[config.mk]
export PLATFORM = sky130hd
export DESIGN_NAME = int_exu_top
export DESIGN_NICKNAME = d
export VERILOG_FILES = /design/src/exu_pkg.sv /design/src/alu.sv /design/src/exu_decoder.sv /design/src/exu_result.sv /design/src/int_exu_top.sv
export SDC_FILE = /design/constraint.sdc
export NUM_CORES = 1
export LEC_CHECK = 0
export BUFFER_PORTS_ARGS = -buffer_cell sky130_fd_sc_hd__buf_2
export CORE_ASPECT_RATIO = 1.2
export CORE_MARGIN = 4
export CORE_UTILIZATION = 45
export CTS_CLUSTER_SIZE = 28
export DETAILED_ROUTE_END_ITERATION = 12
export PLACE_DENSITY = 0.63
export SYNTH_ARGS = -nofsm -noshare
export SYNTH_HDL_FRONTEND = slang
export SYNTH_HIERARCHICAL = 1
export SYNTH_SLANG_ARGS = --single-unit
[constraint.sdc]
create_clock -name clk_i -period 20.2 [get_ports clk_i]
set_input_delay 4.04 -clock clk_i [delete_from_list [all_inputs] [get_ports clk_i]]
set_output_delay 4.04 -clock clk_i [all_outputs]
set_load 0.05 [all_outputs]
[src/exu_pkg.sv]
`default_nettype none

package exu_pkg;

  // Data path width
  localparam int unsigned XLEN = 32;

  // Major opcodes handled by the execute path
  typedef enum logic [6:0] {
    OP     = 7'b0110011,
    OP_IMM = 7'b0010011,
    BRANCH = 7'b1100011
  } opcode_e;

  // ------------------------------------------------
  // ALU operations
  // ------------------------------------------------
  typedef enum logic [5:0] {
    // RV32I arithmetic and logic
    ADD, SUB, SLL, SLTS, SLTU, XORL, SRL, SRA, ORL, ANDL,
    // Branch compares
    EQ, NE, LTS, GES, LTU, GEU,
    // Zbb subset
    ANDN, ORN, XNOR,
    MIN, MAX, MINU, MAXU,
    CLZ, CTZ, CPOP,
    SEXTB, SEXTH,
    ROL, ROR,
    ORCB, REV8
  } alu_op_e;

  // ------------------------------------------------
  // Records passed between stages
  // ------------------------------------------------

  // Decoded operation, decoder to ALU and result stage
  typedef struct packed {
    logic            valid;
    logic            illegal;
    logic            is_branch;
    alu_op_e         operation;
    logic [XLEN-1:0] operand_a;
    logic [XLEN-1:0] operand_b;
    logic [XLEN-1:0] imm;
    logic [31:0]     pc;
    logic [4:0]      rd;
  } fu_data_t;

  // Writeback port
  typedef struct packed {
    logic            valid;
    logic            illegal;
    logic [4:0]      rd;
    logic [XLEN-1:0] result;
  } wb_t;

  // Resolved branch
  typedef struct packed {
    logic        valid;
    logic        taken;
    logic [31:0] target;
  } branch_t;

endpackage

`default_nettype wire

[src/alu.sv]
`default_nettype none

module alu
  import exu_pkg::*;
#(
  parameter bit has_branch = 1'b1
) (
  input  fu_data_t        fu_data_i,
  output logic [XLEN-1:0] result_o,
  output logic            branch_res_o
);

  localparam int unsigned SHW   = $clog2(XLEN);
  localparam int unsigned CNT_W = SHW + 1;

  function automatic logic [XLEN-1:0] bit_rev(input logic [XLEN-1:0] value);
    logic [XLEN-1:0] rev;
    for (int i = 0; i < XLEN; i++) begin
      rev[i] = value[XLEN-1-i];
    end
    return rev;
  endfunction

  logic [XLEN-1:0] operand_a_rev;

  assign operand_a_rev = bit_rev(fu_data_i.operand_a);

  // ------------------------------------------------
  // Adder
  // ------------------------------------------------
  logic            adder_negate;
  logic [XLEN:0]   adder_in_a;
  logic [XLEN:0]   operand_b_neg;
  logic [XLEN:0]   adder_sum;
  logic [XLEN-1:0] adder_result;
  logic            adder_zero;

  assign adder_negate  = fu_data_i.operation inside {SUB, EQ, NE, ANDN, ORN, XNOR};
  // Low bit of a is 1 so that the inverted b picks up its +1 carry
  assign adder_in_a    = {fu_data_i.operand_a, 1'b1};
  assign operand_b_neg = {fu_data_i.operand_b, 1'b0} ^ {(XLEN+1){adder_negate}};
  assign adder_sum     = adder_in_a + operand_b_neg;
  assign adder_result  = adder_sum[XLEN:1];
  assign adder_zero    = ~|adder_result;

  // ------------------------------------------------
  // Comparator
  // ------------------------------------------------
  logic cmp_signed;
  logic less;

  assign cmp_signed = fu_data_i.operation inside {SLTS, LTS, GES, MIN, MAX};
  assign less = $signed({cmp_signed & fu_data_i.operand_a[XLEN-1], fu_data_i.operand_a}) <
                $signed({cmp_signed & fu_data_i.operand_b[XLEN-1], fu_data_i.operand_b});

  if (has_branch) begin : gen_branch
    always_comb begin
      unique case (fu_data_i.operation)
        EQ:       branch_res_o = adder_zero;
        NE:       branch_res_o = ~adder_zero;
        LTS, LTU: branch_res_o = less;
        GES, GEU: branch_res_o = ~less;
        default:  branch_res_o = 1'b0;
      endcase
    end
  end else begin : gen_no_branch
    assign branch_res_o = 1'b0;
  end

  // ------------------------------------------------
  // Shifter
  // ------------------------------------------------
  logic            shift_left;
  logic            shift_arith;
  logic [SHW-1:0]  shift_amt;
  logic [XLEN-1:0] shift_op_a;
  logic [XLEN:0]   shift_op_ext;
  logic [XLEN:0]   shift_right_result;
  logic [XLEN-1:0] shift_result;

  assign shift_left  = (fu_data_i.operation == SLL);
  assign shift_arith = (fu_data_i.operation == SRA);
  assign shift_amt   = fu_data_i.operand_b[SHW-1:0];

  // Left shift is a right shift of the reversed operand
  assign shift_op_a         = shift_left ? operand_a_rev : fu_data_i.operand_a;
  assign shift_op_ext       = {shift_arith & shift_op_a[XLEN-1], shift_op_a};
  assign shift_right_result = $unsigned($signed(shift_op_ext) >>> shift_amt);
  assign shift_result       = shift_left ? bit_rev(shift_right_result[XLEN-1:0])
                                         : shift_right_result[XLEN-1:0];

  // ------------------------------------------------
  // Zbb logic
  // ------------------------------------------------
  logic [XLEN-1:0]  lz_in;
  logic [CNT_W-1:0] lz_count;
  logic             lz_found;
  logic [CNT_W-1:0] cpop;
  logic [XLEN-1:0]  rol_result;
  logic [XLEN-1:0]  ror_result;
  logic [XLEN-1:0]  orcb_result;
  logic [XLEN-1:0]  rev8_result;

  // CTZ counts leading zeros of the reversed operand
  assign lz_in = (fu_data_i.operation == CTZ) ? operand_a_rev : fu_data_i.operand_a;

  always_comb begin
    lz_count = '0;
    lz_found = 1'b0;
    for (int i = XLEN - 1; i >= 0; i--) begin
      if (!lz_found) begin
        if (lz_in[i]) begin
          lz_found = 1'b1;
        end else begin
          lz_count = lz_count + 1'b1;
        end
      end
    end
  end

  always_comb begin
    cpop = '0;
    for (int i = 0; i < XLEN; i++) begin
      cpop = cpop + {{(CNT_W-1){1'b0}}, fu_data_i.operand_a[i]};
    end
  end

  // Shift by XLEN gives zero, so amount 0 rotates cleanly
  assign rol_result = (fu_data_i.operand_a << shift_amt) |
                      (fu_data_i.operand_a >> (XLEN - shift_amt));
  assign ror_result = (fu_data_i.operand_a >> shift_amt) |
                      (fu_data_i.operand_a << (XLEN - shift_amt));

  for (genvar b = 0; b < XLEN / 8; b++) begin : gen_bytes
    assign orcb_result[8*b +: 8] = {8{|fu_data_i.operand_a[8*b +: 8]}};
    assign rev8_result[8*b +: 8] = fu_data_i.operand_a[XLEN-8-8*b +: 8];
  end

  // ------------------------------------------------
  // Result mux
  // ------------------------------------------------
  always_comb begin
    result_o = '0;
    unique case (fu_data_i.operation)
      ADD, SUB:     result_o = adder_result;
      XORL, XNOR:   result_o = fu_data_i.operand_a ^ operand_b_neg[XLEN:1];
      ORL, ORN:     result_o = fu_data_i.operand_a | operand_b_neg[XLEN:1];
      ANDL, ANDN:   result_o = fu_data_i.operand_a & operand_b_neg[XLEN:1];
      SLL, SRL, SRA: result_o = shift_result;
      SLTS, SLTU:   result_o = {{(XLEN-1){1'b0}}, less};
      MIN, MINU:    result_o = less ? fu_data_i.operand_a : fu_data_i.operand_b;
      MAX, MAXU:    result_o = less ? fu_data_i.operand_b : fu_data_i.operand_a;
      CLZ, CTZ:     result_o = {{(XLEN-CNT_W){1'b0}}, lz_count};
      CPOP:         result_o = {{(XLEN-CNT_W){1'b0}}, cpop};
      SEXTB:        result_o = {{(XLEN-8){fu_data_i.operand_a[7]}}, fu_data_i.operand_a[7:0]};
      SEXTH:        result_o = {{(XLEN-16){fu_data_i.operand_a[15]}}, fu_data_i.operand_a[15:0]};
      ROL:          result_o = rol_result;
      ROR:          result_o = ror_result;
      ORCB:         result_o = orcb_result;
      REV8:         result_o = rev8_result;
      // Branch compares leave the result at zero
      default:      result_o = '0;
    endcase
  end

endmodule

`default_nettype wire

[src/exu_decoder.sv]
`default_nettype none

module exu_decoder
  import exu_pkg::*;
#(
  parameter bit has_branch = 1'b1
) (
  input  logic            clk_i,
  input  logic            rst_n_i,
  input  logic            valid_i,
  input  logic [31:0]     instr_i,
  input  logic [31:0]     pc_i,
  input  logic [XLEN-1:0] rs1_data_i,
  input  logic [XLEN-1:0] rs2_data_i,
  output fu_data_t        fu_data_o
);

  opcode_e         opcode;
  logic [2:0]      funct3;
  logic [6:0]      funct7;
  logic [4:0]      rs2_field;
  logic [XLEN-1:0] imm_i_type;
  logic [XLEN-1:0] imm_b_type;

  alu_op_e  operation;
  logic     illegal;
  logic     is_branch;
  logic     use_imm;
  logic     use_shamt;
  fu_data_t fu_data_d;

  // Instruction fields
  assign opcode     = opcode_e'(instr_i[6:0]);
  assign funct3     = instr_i[14:12];
  assign funct7     = instr_i[31:25];
  assign rs2_field  = instr_i[24:20];
  assign imm_i_type = {{(XLEN-12){instr_i[31]}}, instr_i[31:20]};
  assign imm_b_type = {{(XLEN-13){instr_i[31]}}, instr_i[31], instr_i[7],
                       instr_i[30:25], instr_i[11:8], 1'b0};

  // ------------------------------------------------
  // Operation select
  // ------------------------------------------------
  always_comb begin
    operation = ADD;
    illegal   = 1'b0;
    is_branch = 1'b0;
    use_imm   = 1'b0;
    use_shamt = 1'b0;
    unique case (opcode)
      OP: begin
        unique case ({funct7, funct3})
          {7'b0000000, 3'b000}: operation = ADD;
          {7'b0100000, 3'b000}: operation = SUB;
          {7'b0000000, 3'b001}: operation = SLL;
          {7'b0000000, 3'b010}: operation = SLTS;
          {7'b0000000, 3'b011}: operation = SLTU;
          {7'b0000000, 3'b100}: operation = XORL;
          {7'b0000000, 3'b101}: operation = SRL;
          {7'b0100000, 3'b101}: operation = SRA;
          {7'b0000000, 3'b110}: operation = ORL;
          {7'b0000000, 3'b111}: operation = ANDL;
          {7'b0100000, 3'b111}: operation = ANDN;
          {7'b0100000, 3'b110}: operation = ORN;
          {7'b0100000, 3'b100}: operation = XNOR;
          {7'b0000101, 3'b100}: operation = MIN;
          {7'b0000101, 3'b101}: operation = MINU;
          {7'b0000101, 3'b110}: operation = MAX;
          {7'b0000101, 3'b111}: operation = MAXU;
          {7'b0110000, 3'b001}: operation = ROL;
          {7'b0110000, 3'b101}: operation = ROR;
          default:              illegal   = 1'b1;
        endcase
      end
      OP_IMM: begin
        use_imm = 1'b1;
        unique case (funct3)
          3'b000: operation = ADD;
          3'b010: operation = SLTS;
          3'b011: operation = SLTU;
          3'b100: operation = XORL;
          3'b110: operation = ORL;
          3'b111: operation = ANDL;
          3'b001: begin
            use_shamt = 1'b1;
            if (funct7 == 7'b0000000) begin
              operation = SLL;
            end else if (funct7 == 7'b0110000) begin
              // Unary Zbb ops, selected by the rs2 field
              unique case (rs2_field)
                5'b00000: operation = CLZ;
                5'b00001: operation = CTZ;
                5'b00010: operation = CPOP;
                5'b00100: operation = SEXTB;
                5'b00101: operation = SEXTH;
                default:  illegal   = 1'b1;
              endcase
            end else begin
              illegal = 1'b1;
            end
          end
          3'b101: begin
            use_shamt = 1'b1;
            unique case (funct7)
              7'b0000000: operation = SRL;
              7'b0100000: operation = SRA;
              7'b0110000: operation = ROR;
              7'b0110100: begin
                if (rs2_field == 5'b11000) begin
                  operation = REV8;
                end else begin
                  illegal = 1'b1;
                end
              end
              7'b0010100: begin
                if (rs2_field == 5'b00111) begin
                  operation = ORCB;
                end else begin
                  illegal = 1'b1;
                end
              end
              default:    illegal = 1'b1;
            endcase
          end
          default: illegal = 1'b1;
        endcase
      end
      BRANCH: begin
        if (has_branch) begin
          is_branch = 1'b1;
          unique case (funct3)
            3'b000:  operation = EQ;
            3'b001:  operation = NE;
            3'b100:  operation = LTS;
            3'b101:  operation = GES;
            3'b110:  operation = LTU;
            3'b111:  operation = GEU;
            default: illegal   = 1'b1;
          endcase
        end else begin
          illegal = 1'b1;
        end
      end
      default: illegal = 1'b1;
    endcase
  end

  // Record build, empty when no instruction enters
  always_comb begin
    fu_data_d = '0;
    if (valid_i) begin
      fu_data_d.valid     = 1'b1;
      fu_data_d.illegal   = illegal;
      fu_data_d.is_branch = is_branch & ~illegal;
      fu_data_d.operation = illegal ? ADD : operation;
      fu_data_d.operand_a = rs1_data_i;
      if (use_shamt) begin
        fu_data_d.operand_b = {{(XLEN-5){1'b0}}, rs2_field};
      end else begin
        fu_data_d.operand_b = use_imm ? imm_i_type : rs2_data_i;
      end
      fu_data_d.imm = is_branch ? imm_b_type : imm_i_type;
      fu_data_d.pc  = pc_i;
      // Branches and bad encodings never write a register
      fu_data_d.rd  = (is_branch || illegal) ? 5'd0 : instr_i[11:7];
    end
  end

  always_ff @(posedge clk_i or negedge rst_n_i) begin
    if (!rst_n_i) begin
      fu_data_o <= '0;
    end else begin
      fu_data_o <= fu_data_d;
    end
  end

endmodule

`default_nettype wire

[src/exu_result.sv]
`default_nettype none

module exu_result
  import exu_pkg::*;
(
  input  logic            clk_i,
  input  logic            rst_n_i,
  input  fu_data_t        fu_data_i,
  input  logic [XLEN-1:0] alu_result_i,
  input  logic            branch_res_i,
  output wb_t             wb_o,
  output branch_t         branch_o
);

  wb_t     wb_d;
  branch_t branch_d;
  logic    branch_valid;
  logic    kill_result;

  // ------------------------------------------------
  // Writeback record
  // ------------------------------------------------

  // Nothing reaches x0, and bad or branch ops carry no data
  assign kill_result = (fu_data_i.rd == 5'd0) || fu_data_i.illegal || fu_data_i.is_branch;

  always_comb begin
    wb_d.valid   = fu_data_i.valid;
    wb_d.illegal = fu_data_i.valid & fu_data_i.illegal;
    wb_d.rd      = fu_data_i.rd;
    wb_d.result  = kill_result ? '0 : alu_result_i;
  end

  // ------------------------------------------------
  // Branch outcome
  // ------------------------------------------------
  assign branch_valid = fu_data_i.valid & fu_data_i.is_branch & ~fu_data_i.illegal;

  always_comb begin
    branch_d = '0;
    if (branch_valid) begin
      branch_d.valid  = 1'b1;
      branch_d.taken  = branch_res_i;
      // Target wraps at 32 bits
      branch_d.target = fu_data_i.pc + fu_data_i.imm;
    end
  end

  always_ff @(posedge clk_i or negedge rst_n_i) begin
    if (!rst_n_i) begin
      wb_o     <= '0;
      branch_o <= '0;
    end else begin
      wb_o     <= wb_d;
      branch_o <= branch_d;
    end
  end

endmodule

`default_nettype wire

[src/int_exu_top.sv]
`default_nettype none

module int_exu_top
  import exu_pkg::*;
#(
  parameter bit has_branch = 1'b1
) (
  input  logic            clk_i,
  input  logic            rst_n_i,
  input  logic            valid_i,
  input  logic [31:0]     instr_i,
  input  logic [31:0]     pc_i,
  input  logic [XLEN-1:0] rs1_data_i,
  input  logic [XLEN-1:0] rs2_data_i,
  output wb_t             wb_o,
  output branch_t         branch_o
);

  fu_data_t        fu_data;
  logic [XLEN-1:0] alu_result;
  logic            branch_res;

  // Decode stage, one cycle
  exu_decoder #(
    .has_branch(has_branch)
  ) i_decoder (
    .clk_i     (clk_i),
    .rst_n_i   (rst_n_i),
    .valid_i   (valid_i),
    .instr_i   (instr_i),
    .pc_i      (pc_i),
    .rs1_data_i(rs1_data_i),
    .rs2_data_i(rs2_data_i),
    .fu_data_o (fu_data)
  );

  alu #(
    .has_branch(has_branch)
  ) i_alu (
    .fu_data_i   (fu_data),
    .result_o    (alu_result),
    .branch_res_o(branch_res)
  );

  // Result stage, second cycle
  exu_result i_result (
    .clk_i       (clk_i),
    .rst_n_i     (rst_n_i),
    .fu_data_i   (fu_data),
    .alu_result_i(alu_result),
    .branch_res_i(branch_res),
    .wb_o        (wb_o),
    .branch_o    (branch_o)
  );

endmodule

`default_nettype wire

# After elaboration in Yosys (flattened, before gate mapping)

Cells that the tools add are included.

Bits in registers: 215
Output and inout port bits: 73
Input bits: 131
Logic and storage cells: 368

Shift operators: 5
Mux-type cells: 163
Eq/ne operators: 69
Magnitude comparators: 1
Reduce and logical (&&, ||, !) cells: 33
Add/sub/neg operators: 65
Bitwise operators: 16

Operator list:

| operator                                                         | count |
|---|---|
| 32-bit one-hot mux with 16 select lines                          | 1 |
| 6-bit 2-to-1 mux                                                 | 65 |
| 32-bit 2-to-1 mux                                                | 8 |
| 6-bit by 1-bit adder with 6-bit output, second input constant    | 31 |
| 6-bit by 1-bit adder with 6-bit output                           | 30 |
| 142-bit 2-to-1 mux                                               | 1 |
| 6-bit by 5-bit == test with 1-bit output, second input constant  | 16 |
| 32-bit bitwise OR                                                | 3 |
| 5-bit one-hot mux with 18 select lines                           | 1 |
| 1-bit 2-to-1 mux                                                 | 73 |
| 10-bit by 9-bit == test with 1-bit output, second input constant | 7 |
| 6-bit by 4-bit == test with 1-bit output, second input constant  | 8 |
| 6-bit one-hot mux with 8 select lines                            | 1 |
| 10-bit by 3-bit == test with 1-bit output, second input constant | 4 |
| 10-bit by 6-bit == test with 1-bit output, second input constant | 4 |
| 34-bit 2-to-1 mux                                                | 1 |
| 33-bit adder                                                     | 1 |
| 33-bit < comparator                                              | 1 |
| 33-bit by 5-bit >>> shifter with 32-bit output                   | 1 |
| 33-bit XOR                                                       | 1 |
| 32-bit adder                                                     | 1 |
| 32-bit AND                                                       | 1 |
| 32-bit OR reduction                                              | 1 |
| 8-bit OR reduction                                               | 4 |
| 47 further kinds                                                 | 87 |

# Depth between registers and ports, before layout

Word-level depth: 98
Mapped depth: 94
Gate-level depth less buffers: 90

# Hierarchy

The synthesis kept the hierarchy.

Modules (own cells, without submodules):

| module      | sequential area each (µm²) | cells each | area each (µm²) | instances |
|---|---|---|---|---|
| alu         | 0.0                        | 2,816      | 18,278.8        | 1 |
| exu_decoder | 3,052.9                    | 477        | 5,081.1         | 1 |
| exu_result  | 1,826.8                    | 403        | 4,001.3         | 1 |

# Worst setup path after synthesis

OpenSTA, ideal clock, no wires.

Path kind: register -> register
Start: register i_decoder/fu_data_o[133] (netlist name)
End: register, netlist name i_result/wb_o[5]
Slack: 4.695 ns
Data arrival time: 15.386 ns
Clock period less this slack: 15.505 ns
Stages on the path, launching flop included: 94
Cells stage by stage: dfrtp_1 -> buf_2 -> nor2_1 -> buf_2 -> nand2_1 -> clkbuf_1 -> clkbuf_1 -> or3_1 -> o31ai_1 -> ha_1 -> a2111oi_0 -> a221oi_1 -> mux2_2 -> ha_1 -> inv_1 -> o31a_1 -> o32a_1 -> a2bb2oi_1 -> [... 58 more ...] -> nor2_1 -> ha_1 -> mux2i_1 -> inv_1 -> ha_1 -> nand2_1 -> nand2_1 -> a21oi_1 -> nor2_1 -> mux2i_1 -> xor2_1 -> xnor2_1 -> nand3_1 -> xnor2_1 -> xnor3_1 -> nand2_1 -> nand3_1 -> and2_1

RTL lines:

| element                | line               | text |
|---|---|---|
| from (decl)            | exu_decoder.sv:15  | `output fu_data_t fu_data_o` |
| from (signal assigned) | exu_decoder.sv:173 | `fu_data_o <= fu_data_d;` |

==> results by group <==
Power and ir drop
  – Comb pwr share: 51.3%
  – Sequential share of power: 26.8%
  – VDD IR max: 0.07113 mV
  – Switching Share: 44.20%
  – Net Switching: 688.7 uW
  – Static Leak: 13.02 nW
  – Clock share of power: 21.8%
  – Pwr dens: 52.80 mW/mm2
  – Internal power: 869.6 uW

Critical path
  – R2R depth: 91
  – CP required: 20.55 ns
  – Worst setup EP type: register
  – Data arrival time of the worst path: 17.92 ns
  – Worst path max stage delay: 0.86 ns
  – Cell mode on critical path: ha_1
  – Critical Setup Path Class: reg -> reg
  – CP max stage cell: and4bb_1
  – FF-to-FF End: i_result/wb_o[5]
  – Startpoint Class: register
  – Reg-to-reg slack, setup: 2.63 ns
  – Crit Path Max Fanout: 28
  – FF-to-FF Start: i_decoder/fu_data_o[136]

Routing
  – DRC viols: 0
  – Vias per cell: 6.575
  – Wire per inst: 26.93 um
  – Initial DRC count: 4263
  – Final WL: 121.7 mm
  – Pre-Repair DR Iteration Count: 7
  – Via count: 29705
  – Detail Route Antenna Nets: 0

Timing
  – Clock skew: 0.01393 ns
  – Final-report hold violation count: 0
  – Slew @ Worst Pin: 1.235 ns
  – Rel. slew slack: 15.53%
  – F_max: 0.05692 GHz
  – Crit path time final: 17.57 ns
  – Hold slack: 0.3797 ns
  – Setup_tns: 0 ns
  – RSZ-0062 raised after global routing: no
  – Final setup vio count: 0
  – Period utilization: 86.97%
  – Slew Limit Fails: 0

Hold path
  – HP Class: reg -> reg
  – Min-delay src: i_decoder/fu_data_o[4]
  – Hold Crit Endpoint: i_result/wb_o[36]
  – Hold Path Depth: 0

Yosys
  – Ys async rst share: 100.0%
  – Synth Flop Type: dfrtp_1
  – Synth Area in Compound Gates: 27.70%
  – Most numerous cell in the Yosys netlist: nand2_1
  – Avg Cell Area, Syn: 7.403 um2
  – Largest family of logic cells by synthesized area: compound AO/OA/AOI/OAI gates
  – Proportion of netlist area held by the largest area contributor: 17.83%
  – Synth cell count leaders: nand2_1 (442), nor2_1 (332), a21oi_1 (309), o21ai_0 (259), clkbuf_1 (221)
  – Mapped Cells: 3696
  – Synth warn: 6
  – Simple-Gate Fraction of Synth Area: 22.75%
  – Post-Synth Adder-Cell Area: 9.566%
  – Synth area leader: dfrtp_1
  – Mapped Nets: 4018
  – Number of synthesized flops with an enable pin: 0
  – Library cells used by synthesis: 106
  – Netlist Area Pre-Place: 0.02736 mm2
  – Mux contribution to synthesized area: 9.539%
  – Sequential cell area fraction in the yosys report: 17.83%
  – Synth top area cells: dfrtp_1 (18%), ha_1 (7.6%), nand2_1 (6.1%)
  – #FFs+latches synth: 195
  – Post-Synth XOR/XNOR Area: 5.922%

Clock tree
  – Post-CTS resize count: 0
  – Clock Tree Buf Depth: 2
  – Clock buffer count from CTS: 17
  – Hold-fix buffer count after cts: 0
  – Worst-Skew Late Latency: 0.46 ns
  – Root buf cell: clkbuf_16
  – Clk sinks: 195
  – Clk slew on worst S/H paths: 0.09 ns
  – H-tree Lvls: 4
  – Postcts setup bufs: 0
  – TritonCTS clock tree: built

Global route
  – Antenna violations before repair: 4
  – Grt ovf: 0
  – First-pass GRT wire length: 177.9 mm
  – GRT Total Usage: 36.10%
  – Largest net degree at the start of global routing: 87
  – Vias in the first global route: 27334

Die
  – Starting Density: 45.63%
  – Die width: 233.1 um
  – Die height: 278.1 um
  – Die area: 0.06483 mm2
  – # rows: 98
  – Core Box Area: 0.05996 mm2
  – Number of top-level pins: 204

Job
  – Max-cap violations: 0

Placed design
  – Hpwl dp: 88.97 mm
  – DP Area: 0.02892 mm2
  – Port bufs: 198
  – GP Congestion: 1.073

Layout
  – Design area: 0.02951 mm2
  – Area Overhead vs Synth: 7.870%
  – NumNets Final: 4026
  – Layout cells sized above 1: 12.11%

Status
  – Outcome: completed
power groups by stage:
| stage | logic, mW | registers (mW) | clock network [mW] |
|---|---|---|---|
| 2_1_floorplan | 0.551 | 0.421 | 0 |
| 3_3_place_gp | 0.771 | 0.425 | 0 |
| 3_5_place_dp | 0.773 | 0.425 | 0 |
| 4_1_cts | 0.777 | 0.418 | 0.348 |
| 5_1_grt | 0.867 | 0.419 | 0.362 |
| 6_report | 0.800 | 0.418 | 0.340 |
layer usage:
layer  wire (um)  vias to the layer above  global-route usage [%]
met3       13260                      421                   8.006
li1            -                    13412                       -
met1       48230                    14078                   48.57
met2       51270                     1788                   53.07
met4        8848                        6                   21.02
met5          44                        -                       0
worst max-delay path by stage:
| stage | startpoint | to | slack [ns] | cells after the start |
|---|---|---|---|---|
| 2_1_floorplan | i_decoder/fu_data_o[133] | i_result/wb_o[5] | 4.70 | 93 |
| 3_3_place_gp | i_decoder/fu_data_o[135] | i_result/wb_o[5] | 3.10 | 91 |
| 3_5_place_dp | i_decoder/fu_data_o[136] | i_result/wb_o[5] | 2.90 | 91 |
| 4_1_cts | i_decoder/fu_data_o[136] | i_result/wb_o[5] | 2.83 | 91 |
| 5_1_grt | i_decoder/fu_data_o[136] | i_result/wb_o[5] | 1.13 | 91 |
| 6_report | i_decoder/fu_data_o[136] | i_result/wb_o[5] | 2.63 | 91 |
layout make-up:
cell class	instances	area (um2)
repair buffers	290	1690
multi-input cells	3047	20760
inverters	153	574.3
diodes	1	2.502
clock inverters	14	162.7
fillers	6084	30450
well taps	800	1001
clock buffers	18	429.2
flip-flops and latches	195	4893
flip-flops by register name, indices dropped and copies added, names as in the netlist:
register	flops
i_result/wb_o	39
i_result/branch_o	34
i_decoder/fu_data_o	122
critical path: cells and delay by family, from the launching register on:
| kind | cells | cell delay (ns) |
|---|---|---|
| multiplexers | 9 | 1.87 |
| AO/OA/AOI/OAI | 25 | 4.65 |
| XOR/XNOR | 6 | 1.17 |
| AND/OR/NAND/NOR | 33 | 4.29 |
| adder cells (fa/ha/maj) | 15 | 4.46 |
| buffers and inverters | 3 | 0.40 |
| flip-flops | 1 | 0.61 |
through the flow:
step                      utilization (%)  worst slack [ns]  instances  power [mW]
after global placement              48.23             3.097       4485       1.196
final                               49.22             2.633       4518       1.558
after detailed placement            48.23             2.896       4485       1.198
after floorplan                         -             4.695       3696      0.9719
after CTS                           49.22             2.831       4517       1.543
after global routing                49.22             1.131       4517       1.648
cell families after synthesis:
logic type               Yosys count
AND/OR/NAND/NOR                 1314
AO/OA/AOI/OAI                   1158
buffers and inverters            454
multiplexers                     216
adder cells (fa/ha/maj)          195
flip-flops                       195
XOR/XNOR                         163
other                              1
cells in the final DEF, fill, tap and decap left out, types with 144 or more instances in the layout:
cell type / instances
nand2_1: 442
nor2_1: 327
a21oi_1: 309
o21ai_0: 259
buf_2: 197
dfrtp_1: 190
ha_1: 165
mux2i_1: 155
inv_1: 147
and2_1: 144
No activity file was read; power rests on OpenSTA's default activity.
